File: src/hw/bexkat_config.svh
`ifndef BEXKAT_CONFIG_SVH
`define BEXKAT_CONFIG_SVH

// core sizing

`define BX_XLEN 32               // data and address width

`define BX_NREGS 16              // general purpose registers

`define BX_RESET_PC 32'h00000000 // first fetch address

`endif

File: src/hw/bexkat_pkg.sv
`include "bexkat_config.svh"

package bexkat_pkg;

  typedef logic [`BX_XLEN-1:0] word_t;
  typedef logic [$clog2(`BX_NREGS)-1:0] reg_idx_t;

  typedef enum logic [3:0] {
    T_INH    = 4'h0,
    T_CMP    = 4'h3,
    T_MOV    = 4'h4,
    T_ALU    = 4'h9,
    T_LDI    = 4'hc,
    T_BRANCH = 4'hd,
    T_JUMP   = 4'he
  } insn_type_t;

  localparam logic [3:0] OP_HALT = 4'h4;  // T_INH op, the rest are nop

  typedef enum logic [2:0] {
    ALU_ADD,
    ALU_SUB,
    ALU_AND,
    ALU_OR,
    ALU_XOR,
    ALU_SHL,
    ALU_SHR,
    ALU_SLTU
  } alu_func_t;

  typedef struct packed {
    logic ltu;
    logic lt;
    logic eq;
  } ccr_t;

  typedef struct packed {
    insn_type_t  itype;
    logic [3:0]  op;
    reg_idx_t    ra;
    reg_idx_t    rb;
    reg_idx_t    rc;
    logic [11:0] spare;
  } reg_form_t;

  typedef struct packed {
    insn_type_t  itype;
    logic [3:0]  op;
    reg_idx_t    ra;
    reg_idx_t    rb;
    logic [14:0] imm;
    logic        size;  // extension word follows
  } imm_form_t;

  typedef union packed {
    reg_form_t reg_form;
    imm_form_t imm_form;
  } insn_u;

  typedef struct packed {
    insn_type_t itype;
    logic [3:0] op;
    reg_idx_t   ra;
    word_t      simm;
    word_t      uimm;
    logic       size;
    word_t      ext;
    word_t      pc;
    word_t      rd1;
    word_t      rd2;
    logic       wr_ra;
  } dec_rec_t;

  typedef struct packed {
    word_t    pc;
    reg_idx_t ra;
    logic     wr_ra;
    word_t    result;
    logic     taken;
    word_t    target;
    logic     halt;
    ccr_t     ccr;
  } exe_rec_t;

  typedef struct packed {
    word_t    pc;
    reg_idx_t ra;
    logic     wr_ra;
    word_t    value;
    ccr_t     ccr;
    logic     taken;
    logic     halt;
  } retire_t;

endpackage

File: src/hw/fetch_wb.sv
`timescale 1ns/100ps
`include "bexkat_config.svh"

module fetch_wb
  import bexkat_pkg::*;
(
  input  logic  clk_i,
  input  logic  rst_i,
  output word_t wb_adr_o,
  output logic  wb_cyc_o,
  output logic  wb_stb_o,
  input  word_t wb_dat_i,
  input  logic  wb_ack_i,
  output logic  insn_valid_o,
  output insn_u insn_o,
  output word_t ext_o,
  output word_t pc_o,
  input  logic  retire_i,
  input  logic  redirect_i,
  input  word_t target_i,
  input  logic  halt_i
);

  typedef enum logic [2:0] {S_IDLE, S_INSN, S_EXT, S_WAIT, S_HALT} state_t;

  state_t state_q;
  logic   cyc_q;
  word_t  adr_q;
  word_t  pc_q;
  insn_u  insn_q;
  insn_u  word_in;
  word_t  next_pc;
  logic   ack;

  assign word_in = wb_dat_i;
  assign ack     = wb_ack_i && cyc_q;
  assign next_pc = redirect_i ? target_i :
                   pc_q + (insn_q.imm_form.size ? `BX_XLEN'd8 : `BX_XLEN'd4);

  always_ff @(posedge clk_i or posedge rst_i)
  begin
    if (rst_i)
    begin
      state_q <= S_IDLE;
      cyc_q   <= 1'b0;
      adr_q   <= `BX_RESET_PC;
      pc_q    <= `BX_RESET_PC;
    end
    else
    begin
      case (state_q)
        S_IDLE:
        begin
          cyc_q   <= 1'b1;
          state_q <= S_INSN;
        end
        S_INSN:
          if (ack)
          begin
            if (word_in.imm_form.size)
            begin
              adr_q   <= pc_q + `BX_XLEN'd4;  // second cycle, back to back
              state_q <= S_EXT;
            end
            else
            begin
              cyc_q   <= 1'b0;
              state_q <= S_WAIT;
            end
          end
        S_EXT:
          if (ack)
          begin
            cyc_q   <= 1'b0;
            state_q <= S_WAIT;
          end
        S_WAIT:
          if (retire_i)
          begin
            if (halt_i)
              state_q <= S_HALT;
            else
            begin
              pc_q    <= next_pc;
              adr_q   <= next_pc;
              cyc_q   <= 1'b1;
              state_q <= S_INSN;
            end
          end
        S_HALT:
          state_q <= S_HALT;  // parked until reset
        default:
          state_q <= S_IDLE;
      endcase
    end
  end

  always_ff @(posedge clk_i)
  begin
    if (state_q == S_INSN && ack)
      insn_q <= word_in;
  end

  assign wb_adr_o     = adr_q;
  assign wb_cyc_o     = cyc_q;
  assign wb_stb_o     = cyc_q;
  assign insn_valid_o = ack && ((state_q == S_INSN && !word_in.imm_form.size) ||
                                state_q == S_EXT);
  assign insn_o       = (state_q == S_EXT) ? insn_q : word_in;
  assign ext_o        = wb_dat_i;  // only meaningful on the second word
  assign pc_o         = pc_q;

endmodule

File: src/hw/reg_file.sv
`timescale 1ns/100ps
`include "bexkat_config.svh"

module reg_file
  import bexkat_pkg::*;
(
  input  logic     clk_i,
  input  logic     rst_i,
  input  reg_idx_t rd_addr1_i,
  input  reg_idx_t rd_addr2_i,
  output word_t    rd_data1_o,
  output word_t    rd_data2_o,
  input  logic     wr_en_i,
  input  reg_idx_t wr_addr_i,
  input  word_t    wr_data_i
);

  word_t regs_q [`BX_NREGS];

  always_ff @(posedge clk_i or posedge rst_i)
  begin
    if (rst_i)
    begin
      for (int i = 0; i < `BX_NREGS; i++)
        regs_q[i] <= '0;
    end
    else if (wr_en_i)
      regs_q[wr_addr_i] <= wr_data_i;
  end

  // reads see the old value during a write
  assign rd_data1_o = regs_q[rd_addr1_i];
  assign rd_data2_o = regs_q[rd_addr2_i];

endmodule

File: src/hw/decode.sv
`timescale 1ns/100ps
`include "bexkat_config.svh"

module decode
  import bexkat_pkg::*;
(
  input  logic     clk_i,
  input  logic     rst_i,
  input  logic     insn_valid_i,
  input  insn_u    insn_i,
  input  word_t    ext_i,
  input  word_t    pc_i,
  input  logic     wr_en_i,
  input  reg_idx_t wr_addr_i,
  input  word_t    wr_data_i,
  output logic     dec_valid_o,
  output dec_rec_t dec_o
);

  reg_idx_t   rd_addr1;
  reg_idx_t   rd_addr2;
  word_t      rd_data1;
  word_t      rd_data2;
  insn_type_t itype;
  logic       alu_reg_form;
  logic       dec_valid_q;
  dec_rec_t   dec_next;
  dec_rec_t   dec_q;

  assign itype        = insn_i.imm_form.itype;
  assign alu_reg_form = (itype == T_ALU) && !insn_i.reg_form.op[3];

  // alu forms read rb (and rc), the others read ra and rb
  assign rd_addr1 = (itype == T_ALU) ? insn_i.reg_form.rb : insn_i.imm_form.ra;
  assign rd_addr2 = alu_reg_form ? insn_i.reg_form.rc : insn_i.imm_form.rb;

  reg_file u_regs (
    .clk_i      (clk_i),
    .rst_i      (rst_i),
    .rd_addr1_i (rd_addr1),
    .rd_addr2_i (rd_addr2),
    .rd_data1_o (rd_data1),
    .rd_data2_o (rd_data2),
    .wr_en_i    (wr_en_i),
    .wr_addr_i  (wr_addr_i),
    .wr_data_i  (wr_data_i)
  );

  always_comb
  begin
    dec_next.itype = itype;
    dec_next.op    = insn_i.imm_form.op;
    dec_next.ra    = insn_i.imm_form.ra;
    dec_next.simm  = {{(`BX_XLEN-15){insn_i.imm_form.imm[14]}}, insn_i.imm_form.imm};
    dec_next.uimm  = {{(`BX_XLEN-15){1'b0}}, insn_i.imm_form.imm};
    dec_next.size  = insn_i.imm_form.size;
    dec_next.ext   = ext_i;
    dec_next.pc    = pc_i;
    dec_next.rd1   = rd_data1;
    dec_next.rd2   = rd_data2;
    dec_next.wr_ra = (itype == T_MOV) || (itype == T_LDI) || (itype == T_ALU);
  end

  always_ff @(posedge clk_i or posedge rst_i)
  begin
    if (rst_i)
      dec_valid_q <= 1'b0;
    else
      dec_valid_q <= insn_valid_i;
  end

  always_ff @(posedge clk_i)
  begin
    if (insn_valid_i)
      dec_q <= dec_next;
  end

  assign dec_valid_o = dec_valid_q;
  assign dec_o       = dec_q;

endmodule

File: src/hw/alu.sv
`timescale 1ns/100ps
`include "bexkat_config.svh"

module alu
  import bexkat_pkg::*;
(
  input  word_t     in1_i,
  input  word_t     in2_i,
  input  alu_func_t func_i,
  output word_t     out_o,
  output logic      c_o,
  output logic      z_o,
  output logic      n_o,
  output logic      v_o
);

  localparam int MSB = `BX_XLEN - 1;

  logic [`BX_XLEN:0] diff;

  assign diff = {1'b0, in1_i} - {1'b0, in2_i};

  // flags always come from in1 - in2
  assign c_o = diff[`BX_XLEN];  // borrow, unsigned less than
  assign z_o = (diff[MSB:0] == '0);
  assign n_o = diff[MSB];
  assign v_o = (in1_i[MSB] ^ in2_i[MSB]) & (in1_i[MSB] ^ diff[MSB]);

  always_comb
  begin
    case (func_i)
      ALU_ADD:  out_o = in1_i + in2_i;
      ALU_SUB:  out_o = diff[MSB:0];
      ALU_AND:  out_o = in1_i & in2_i;
      ALU_OR:   out_o = in1_i | in2_i;
      ALU_XOR:  out_o = in1_i ^ in2_i;
      ALU_SHL:  out_o = in1_i << in2_i[$clog2(`BX_XLEN)-1:0];
      ALU_SHR:  out_o = in1_i >> in2_i[$clog2(`BX_XLEN)-1:0];  // logical
      ALU_SLTU: out_o = {{(`BX_XLEN-1){1'b0}}, c_o};
      default:  out_o = in1_i + in2_i;
    endcase
  end

endmodule

File: src/hw/execute.sv
`timescale 1ns/100ps
`include "bexkat_config.svh"

module execute
  import bexkat_pkg::*;
(
  input  logic     clk_i,
  input  logic     rst_i,
  input  logic     dec_valid_i,
  input  dec_rec_t dec_i,
  output logic     exe_valid_o,
  output exe_rec_t exe_o
);

  word_t     alu_in1;
  word_t     alu_in2;
  word_t     alu_out;
  alu_func_t alu_func;
  logic      alu_c;
  logic      alu_z;
  logic      alu_n;
  logic      alu_v;
  word_t     simm_x4;
  word_t     result;
  logic      taken;
  ccr_t      ccr_q;
  ccr_t      ccr_next;
  logic      exe_valid_q;
  exe_rec_t  exe_q;

  assign simm_x4 = {dec_i.simm[`BX_XLEN-3:0], 2'b00};  // word offset

  always_comb
  begin
    alu_in1  = dec_i.rd1;
    alu_in2  = dec_i.rd2;
    alu_func = alu_func_t'(dec_i.op[2:0]);
    case (dec_i.itype)
      T_CMP:
        alu_func = ALU_SUB;
      T_BRANCH:
      begin
        alu_in1  = dec_i.pc;
        alu_in2  = simm_x4;
        alu_func = ALU_ADD;
      end
      T_JUMP:
      begin
        alu_in2  = simm_x4;
        alu_func = ALU_ADD;
      end
      T_ALU:
        if (dec_i.op[3])
          alu_in2 = dec_i.simm;
      default: ;
    endcase
  end

  alu u_alu (
    .in1_i  (alu_in1),
    .in2_i  (alu_in2),
    .func_i (alu_func),
    .out_o  (alu_out),
    .c_o    (alu_c),
    .z_o    (alu_z),
    .n_o    (alu_n),
    .v_o    (alu_v)
  );

  assign ccr_next = (dec_i.itype == T_CMP) ? ccr_t'{ltu: alu_c, lt: alu_n ^ alu_v, eq: alu_z}
                                           : ccr_q;

  always_comb
  begin
    case (dec_i.itype)
      T_LDI:   result = dec_i.size ? dec_i.ext : dec_i.uimm;
      T_MOV:   result = dec_i.rd2;
      default: result = alu_out;
    endcase
  end

  // conditions test the flags left by the last compare
  always_comb
  begin
    taken = 1'b0;
    case (dec_i.itype)
      T_BRANCH:
        case (dec_i.op)
          4'h0:    taken = 1'b1;                      // bra
          4'h1:    taken = ccr_q.eq;                  // beq
          4'h2:    taken = !ccr_q.eq;                 // bne
          4'h3:    taken = !(ccr_q.ltu | ccr_q.eq);   // bgtu
          4'h4:    taken = !(ccr_q.lt | ccr_q.eq);    // bgt
          4'h5:    taken = !ccr_q.lt;                 // bge
          4'h6:    taken = ccr_q.lt | ccr_q.eq;       // ble
          4'h7:    taken = ccr_q.lt;                  // blt
          4'h8:    taken = !ccr_q.ltu;                // bgeu
          4'h9:    taken = ccr_q.ltu;                 // bltu
          4'ha:    taken = ccr_q.ltu | ccr_q.eq;      // bleu
          default: taken = 1'b0;                      // brn
        endcase
      T_JUMP:
        taken = 1'b1;
      default:
        taken = 1'b0;
    endcase
  end

  always_ff @(posedge clk_i or posedge rst_i)
  begin
    if (rst_i)
    begin
      ccr_q       <= '0;
      exe_valid_q <= 1'b0;
    end
    else
    begin
      exe_valid_q <= dec_valid_i;
      if (dec_valid_i)
        ccr_q <= ccr_next;
    end
  end

  always_ff @(posedge clk_i)
  begin
    if (dec_valid_i)
    begin
      exe_q.pc     <= dec_i.pc;
      exe_q.ra     <= dec_i.ra;
      exe_q.wr_ra  <= dec_i.wr_ra;
      exe_q.result <= result;
      exe_q.taken  <= taken;
      exe_q.target <= (dec_i.itype == T_JUMP && dec_i.size) ? dec_i.ext : alu_out;
      exe_q.halt   <= (dec_i.itype == T_INH) && (dec_i.op == OP_HALT);
      exe_q.ccr    <= ccr_next;
    end
  end

  assign exe_valid_o = exe_valid_q;
  assign exe_o       = exe_q;

endmodule

File: src/hw/result.sv
`timescale 1ns/100ps
`include "bexkat_config.svh"

module result
  import bexkat_pkg::*;
(
  input  logic     clk_i,
  input  logic     rst_i,
  input  logic     exe_valid_i,
  input  exe_rec_t exe_i,
  output logic     wr_en_o,
  output reg_idx_t wr_addr_o,
  output word_t    wr_data_o,
  output logic     redirect_o,
  output word_t    target_o,
  output logic     retire_valid_o,
  output retire_t  retire_o,
  output logic     halt_o
);

  logic    retire_valid_q;
  logic    halt_q;
  retire_t retire_q;
  word_t   target_q;

  // register file updates on the same edge the retire record is taken
  assign wr_en_o   = exe_valid_i && exe_i.wr_ra;
  assign wr_addr_o = exe_i.ra;
  assign wr_data_o = exe_i.result;

  always_ff @(posedge clk_i or posedge rst_i)
  begin
    if (rst_i)
    begin
      retire_valid_q <= 1'b0;
      halt_q         <= 1'b0;
    end
    else
    begin
      retire_valid_q <= exe_valid_i;
      if (exe_valid_i && exe_i.halt)
        halt_q <= 1'b1;  // sticky
    end
  end

  always_ff @(posedge clk_i)
  begin
    if (exe_valid_i)
    begin
      retire_q <= '{pc: exe_i.pc, ra: exe_i.ra, wr_ra: exe_i.wr_ra, value: exe_i.result,
                    ccr: exe_i.ccr, taken: exe_i.taken, halt: exe_i.halt};
      target_q <= exe_i.target;
    end
  end

  assign redirect_o     = retire_q.taken;
  assign target_o       = target_q;
  assign retire_valid_o = retire_valid_q;
  assign retire_o       = retire_q;
  assign halt_o         = halt_q;

endmodule

File: src/hw/bexkat_core.sv
`timescale 1ns/100ps
`include "bexkat_config.svh"

module bexkat_core
  import bexkat_pkg::*;
(
  input  logic    clk_i,
  input  logic    rst_i,
  output word_t   wb_adr_o,
  output logic    wb_cyc_o,
  output logic    wb_stb_o,
  output logic    wb_we_o,
  input  word_t   wb_dat_i,
  input  logic    wb_ack_i,
  output logic    retire_valid_o,
  output retire_t retire_o,
  output logic    halt_o
);

  logic     insn_valid;
  insn_u    insn;
  word_t    ext;
  word_t    fetch_pc;
  logic     dec_valid;
  dec_rec_t dec;
  logic     exe_valid;
  exe_rec_t exe;
  logic     wr_en;
  reg_idx_t wr_addr;
  word_t    wr_data;
  logic     redirect;
  word_t    target;
  logic     retire_valid;
  logic     halt;

  assign wb_we_o = 1'b0;  // fetch only, no data bus

  fetch_wb u_fetch (
    .clk_i        (clk_i),
    .rst_i        (rst_i),
    .wb_adr_o     (wb_adr_o),
    .wb_cyc_o     (wb_cyc_o),
    .wb_stb_o     (wb_stb_o),
    .wb_dat_i     (wb_dat_i),
    .wb_ack_i     (wb_ack_i),
    .insn_valid_o (insn_valid),
    .insn_o       (insn),
    .ext_o        (ext),
    .pc_o         (fetch_pc),
    .retire_i     (retire_valid),
    .redirect_i   (redirect),
    .target_i     (target),
    .halt_i       (halt)
  );

  decode u_decode (
    .clk_i        (clk_i),
    .rst_i        (rst_i),
    .insn_valid_i (insn_valid),
    .insn_i       (insn),
    .ext_i        (ext),
    .pc_i         (fetch_pc),
    .wr_en_i      (wr_en),
    .wr_addr_i    (wr_addr),
    .wr_data_i    (wr_data),
    .dec_valid_o  (dec_valid),
    .dec_o        (dec)
  );

  execute u_execute (
    .clk_i       (clk_i),
    .rst_i       (rst_i),
    .dec_valid_i (dec_valid),
    .dec_i       (dec),
    .exe_valid_o (exe_valid),
    .exe_o       (exe)
  );

  result u_result (
    .clk_i          (clk_i),
    .rst_i          (rst_i),
    .exe_valid_i    (exe_valid),
    .exe_i          (exe),
    .wr_en_o        (wr_en),
    .wr_addr_o      (wr_addr),
    .wr_data_o      (wr_data),
    .redirect_o     (redirect),
    .target_o       (target),
    .retire_valid_o (retire_valid),
    .retire_o       (retire_o),
    .halt_o         (halt)
  );

  assign retire_valid_o = retire_valid;
  assign halt_o         = halt;

endmodule

File: config.mk
export PLATFORM = sky130hd
export DESIGN_NAME = bexkat_core
export DESIGN_NICKNAME = d
export VERILOG_FILES = /design/src/hw/bexkat_pkg.sv /design/src/hw/fetch_wb.sv /design/src/hw/reg_file.sv /design/src/hw/decode.sv /design/src/hw/alu.sv /design/src/hw/execute.sv /design/src/hw/result.sv /design/src/hw/bexkat_core.sv
export VERILOG_INCLUDE_DIRS = /design/src /design/src/hw
export SDC_FILE = /design/constraint.sdc
export NUM_CORES = 2
export LEC_CHECK = 0
export ABC_AREA = 1
export BUFFER_PORTS_ARGS = -buffer_cell sky130_fd_sc_hd__buf_2
export CORE_MARGIN = 2
export CORE_UTILIZATION = 35
export DETAILED_ROUTE_END_ITERATION = 7
export GPL_TIMING_DRIVEN = 0
export PLACE_DENSITY = 0.5
export SYNTH_ARGS = -nofsm -noshare
export SYNTH_HDL_FRONTEND = slang
export SYNTH_SLANG_ARGS = --single-unit
File: constraint.sdc
create_clock -name clk_i -period 19.1 [get_ports clk_i]
set_input_delay 3.82 -clock clk_i [delete_from_list [all_inputs] [get_ports clk_i]]
set_output_delay 3.82 -clock clk_i [all_outputs]
set_load 0.02 [all_outputs]
; Word level (Yosys, flattened, before mapping)
; Index checks and enable logic that the tools add are counted.
[word_totals]
regBits = 1003
latch_bits = 0
ram_bits = 0
romBits = 0
mem_count = 0
[classes]
n_addsub = 4
mul = 0
div = 0
magnitude_cmp = 4
eq_ne = 36
shifts = 2
mux = 42
n_bitwise = 13
n_reduce_logical = 32
[op_table]
columns = op, n
row1 = $bwmux W512, 1
row2 = $mux W32, 15
row3 = $bmux W32 S4, 2
row4 = $pmux W32 S8, 1
row5 = $pmux W32 S2, 3
row6 = $demux W32 S4, 1
row7 = $add A32 B32 Y32, 2
row8 = $eq A4 B4 Y1 const B, 9
row9 = $sub A32 B32 Y33, 1
row10 = $add A32 B3 Y32 const B, 1
row11 = $and A32 B32 Y32, 1
row12 = $logic_not A32 Y1, 1
row13 = $or A32 B32 Y32, 1
row14 = $shl A32 B5 Y32, 1
row15 = $shr A32 B5 Y32, 1
row16 = $xor A32 B32 Y32, 1
row17 = $eq A4 B3 Y1 const B, 6
row18 = $eq A3 B3 Y1 const B, 5
row19 = $ge A5 B5 Y1 const B, 3
row20 = $mux W3, 5
row21 = $not A4 Y5, 3
row22 = $pmux W3 S5, 1
row23 = $eq A3 B2 Y1 const B, 4
row24 = $eq A4 B2 Y1 const B, 3
row25 = 26 further kinds, 61

; Longest topological paths before layout
[logic_depth]
depth_word = 9
ltp_mapped = 30

; Cells and area by module
; A second synthesis with hierarchy kept.
[hier_totals]
hier_cells = 8358
area_unflattened_um2 = 60629.4
[by_module_without_submodules]
columns = mod, n_inst, cells_each, area_per_inst_um2, seq_area_each_um2
row1 = reg_file, 1, 4443, 29553.3, 12812.3
row2 = alu, 1, 1853, 9596.7, 0.0
row3 = fetch_wb, 1, 924, 6396.1, 2662.6
row4 = execute, 1, 743, 6246.0, 3283.1
row5 = decode, 1, 242, 5292.6, 4739.5
row6 = result, 1, 151, 3533.4, 3233.1
row7 = bexkat_core, 1, 2, 11.3, 0.0

; Least setup slack after synthesis
; Ideal clock, no wire load.
[synth_path]
kind = input port to flip-flop
startpoint = input port wb_ack_i
endpoint = register u_decode.dec_valid_q (netlist: u_decode.dec_valid_o)
setup_time_ns = 0.916
arrival_time_ns = 11.955
slack_ns = 6.229
cell_stages = 4
cell_sequence = nand2_1 > a21oi_1 > o2111ai_1 > a21oi_1
[synth_between]
elab_chain_cells = 2
[synth_lines]
columns = item, line
row1 = start: declaration, bexkat_core.sv:14  ; input logic wb_ack_i,
row2 = $logic_and A1 B1 Y1, fetch_wb.sv:36  ; assign ack = wb_ack_i && cyc_q;
row3 = $logic_and A1 B1 Y1, fetch_wb.sv:107  ; assign insn_valid_o = ack && ((state_q == S_INSN && !word_in.imm_form.size) ||
row4 = net insn_valid, bexkat_core.sv:20  ; logic insn_valid;
row5 = end signal: assignment, decode.sv:69  ; dec_valid_q <= insn_valid_i;
row6 = end: declaration, decode.sv:26  ; logic dec_valid_q;
; The timed path passes the listed nets, and every way through them passes these cells.
; A chain may end at the register's enable or synchronous reset.

; Worst setup path after layout
[layout_path]
startpoint = register u_decode.dec_q (netlist bit u_decode.dec_o[202])
endpoint = register u_execute.exe_q (netlist bit u_execute.exe_o[35]) (data pin)
[layout_between]
elab_chain_cells = 6
elab_cells_between_ends = 26
[layout_lines]
columns = item, line
row1 = start: declaration, decode.sv:28  ; dec_rec_t dec_q;
row2 = start signal: assignment, decode.sv:75  ; dec_q <= dec_next;
row3 = $eq A4 B4 Y1 (on tied branches), "execute.sv:38, execute.sv:133"
row4 = $reduce_or A2 Y1 (no line), --
row5 = $pmux W32 S2 or $pmux W3 S2 (tied branches), execute.sv:38  ; case (dec_i.itype)
row6 = "$sub A32 B32 Y33, or another cell as far along", alu.sv:21  ; assign diff = {1'b0, in1_i} - {1'b0, in2_i};
row7 = $pmux W32 S8, alu.sv:31  ; case (func_i)
row8 = $mux W32 *, execute.sv:133  ; exe_q.target <= (dec_i.itype == T_JUMP && dec_i.size) ? dec_i.ext : alu_out;
row9 = end: declaration, execute.sv:29  ; exe_rec_t exe_q;
; Mark *: on every way between the ends. The rest lies on a longest branch, timed or not.

==> flow_summary.yaml <==
global_route:
  grt_pass1_vias: 53729
  grt_max_degree: 61
  grt_pass1_wl_um: 452000
  grt_overflow: 0
  antenna_found_initial: 15
  grt_usage: 0.401
drt:
  drt_iter0_markers: 7901
  drt-pass1-iter-count: 7
  postRouteAntennaNets: 0
  wl_per_cell_um: 34.6
  wl_um: 336000
  vias: 57550
  via_per_inst: 5.93
  drc: 0
hold_path:
  hp-start: "u_execute.exe_o[14]"
  hold_path.class: "reg -> reg"
floorplanning:
  row_count: 147
  floorplan.initialDensity: 0.352
  dieWidth_um: 405
  die_area_sq_mm: 0.164
  die_h_um: 405
  core_area_sq_mm: 0.160
  io_pins: 146
clock_tree:
  cts_setup_buffers: 0
  post_cts_resized: 0
  ctsHoldBuffers: 0
  clockBufferDepth: 3
  worstSkewPairLatency_ps: 800
  htree_num_levels: 3
  cts_buffers: 113
  cts_tree: "built"
  cts.clk_slew.worst_paths_ps: 60
  cts-root-buf: "clkbuf_16"
  cts.sinks: 988
setup_path:
  required_ps: 19570
  worstPathArrival_ps: 8020
  crit_family: "simple AND/OR/NAND/NOR gates"
  slowest_delay_ps: 1040
  cp_common_cell: "nand2_1"
  r2r-start: "u_decode.dec_o[202]"
  critPathSlowestCell: "o211ai_1"
  path_class: "reg -> reg"
  path_buf_inv: 6
  crit_fanout: 10
  startpoint: "u_decode.dec_o[202]"
  cp-end-kind: "register"
  critPathLaunchType: "register"
sta:
  hold_viol_final: 0
  setup_viol: 0
  tightestPinTransition_ps: 1600
  relSlewSlack: -0.0651
  slew_viol_final: 51
  rsz0062_at_grt: "false"
  fin_crit_ps: 7550
  fmax_ghz: 0.132
  fin_crit_sh: 0.395
  finalSetupTns_ps: 0
  skew_ps: 55.6
logic_synthesis:
  syn_area_sq_mm: 0.0563
  yosysWarnings: 0
  ys_types: 59
  synth_edf_count: 401
  netlist_instances: 7131
  synthFlopType: "dfrtp_1"
  syn_area_per_cell_sq_um: 7.90
  synth_seq_cells: 988
  synth_nets: 7270
  ys_seq_area_frac: 0.475
  ys_async_sr_fraction: 0.594
flow_run:
  drv_cap: 5
outcome:
  outcome: "complete, but fails checks"
  violations: "capacitance limit, slew limit"
place:
  hpwl_um: 262000
  gp_congestion: 1.06
  port_buffers: 144
layout:
  fillers: 16764
  syn_to_final_growth_pct: 14.3
  nets: 7571
  multiInputGateArea_sq_mm: 0.0251
  ff_latch_area_sq_mm: 0.0267
  drive_above_1_share: 0.0834
==> logic make-up (layout without fill, tap and decap cells) <==
kind of cell / count (synthesis) / in the layout / synth area share
multiplexers: 21 / 21 / 0.00411
adder cells (fa/ha/maj): 104 / 104 / 0.0236
other: 1 / 13 / 0.0000666
XOR/XNOR: 52 / 52 / 0.00809
AO/OA/AOI/OAI: 1844 / 1844 / 0.188
AND/OR/NAND/NOR: 2990 / 2990 / 0.221
flip-flops: 988 / 988 / 0.475
buffers and inverters: 1131 / 1530 / 0.0810
==> flip-flops by register name, summed over array words and instances, names as in the netlist, 3 cells and up <==
name and flops:
u_decode.dec_o 157, u_decode.u_regs.regs_q 512, u_result.retire_o 73, u_result.target_o 32, u_fetch.state_q 3, u_fetch.pc_o 32
u_fetch.insn_q 32, u_fetch.wb_adr_o 32, u_execute.ccr_q 3, u_execute.exe_o 106
==> path summary, 6_finish.rpt <==
| path | endpoint | slack, ps | cells after the start |
|---|---|---|---|
| setup / recovery | u_execute.exe_o[35] | 11550 | 27 |
| hold / removal | u_result.target_o[10] | 410 | 0 |
| setup reg to reg | u_execute.exe_o[35] | 11550 | 27 |
| hold reg to reg | u_result.target_o[10] | 410 | 0 |
| max in group asynchronous | u_fetch.wb_adr_o[19] | 14070 | 8 |
| min in group asynchronous | u_decode.u_regs.regs_q[282] | 3060 | 2 |
==> stage by stage <==
stage	hold WS (ps)	utilization	instances	area, sq um	worst slack (ps)
4_1_cts	415	0.402	9690	64400	11670
5_1_grt	416	0.402	9690	64400	11260
6_report	413	0.402	9702	64400	11550
2_1_floorplan	400	-	7131	56300	6230
3_3_place_gp	402	0.373	9435	59700	1190
3_5_place_dp	405	0.377	9477	60500	11400
==> area by class of cell <==
| type | count | share of cell area |
|---|---|---|
| sequential | 988 | 0.415 |
| multi-input combinational | 5012 | 0.389 |
| clock buffer | 157 | 0.0495 |
| tap | 2160 | 0.0420 |
| inverter | 638 | 0.0373 |
| buffer | 493 | 0.0336 |
| timing repair buffer | 186 | 0.0215 |
| clock inverter | 56 | 0.0110 |
| antenna | 12 | 0.000466 |
==> layer usage <==
metal | up-vias | global-route usage | share of wire
met2 | 3579 | 0.614 | 0.44
met4 | 8 | 0.285 | 0.085
li1 | 24808 | - | -
met3 | 1004 | 0.0831 | 0.088
met1 | 28151 | 0.505 | 0.39
met5 | - | 0 | 0.00016
==> synth_stat cells, types with 3 or more instances <==
cell type	number	area [sq um]
a21oi_1	148	741
a221oi_1	11	96.3
a22o_1	3	26.3
a31oi_1	14	87.6
a32o_1	15	150
buf_1	22	82.6
buf_2	141	706
buf_4	23	173
buf_6	7	78.8
clkbuf_1	300	1130
dfrtp_1	587	14700
edfxtp_1	401	12000
fa_1	4	80.1
ha_1	100	1250
inv_1	617	2320
inv_2	19	71.3
mux2_2	17	191
mux2i_1	4	40.0
nand2_1	1751	6570
nand2_2	6	37.5
nand3_1	671	3360
nand3b_1	8	60.1
nand4_1	50	313
nor2_1	426	1600
nor2_2	7	43.8
nor3_1	29	145
nor4_1	11	68.8
o211ai_1	231	1730
o21a_1	5	37.5
o21ai_0	1060	5310
o21ai_1	123	616
o21ai_2	3	26.3
o21bai_1	99	743
o221ai_1	55	482
o22ai_1	54	338
o31ai_1	5	37.5
or2_2	20	125
xnor2_1	10	87.6
xor2_1	42	368
==> layout by cell type (no fill, tap or decap), drive strengths merged, types with 42 or more instances in the layout <==
cell,n
edfxtp,401
o22ai,54
nand3,673
inv,640
clkbuf,457
o211ai,231
a21oi,150
o21ai,1187
xor2,42
ha,100
nand2,1758
buf,379
o221ai,55
o21bai,99
dfrtp,587
nand4,50
nor2,435
Power is not shown: default switching activity piles up to over one toggle a cycle in this logic, so the estimate is an artifact.
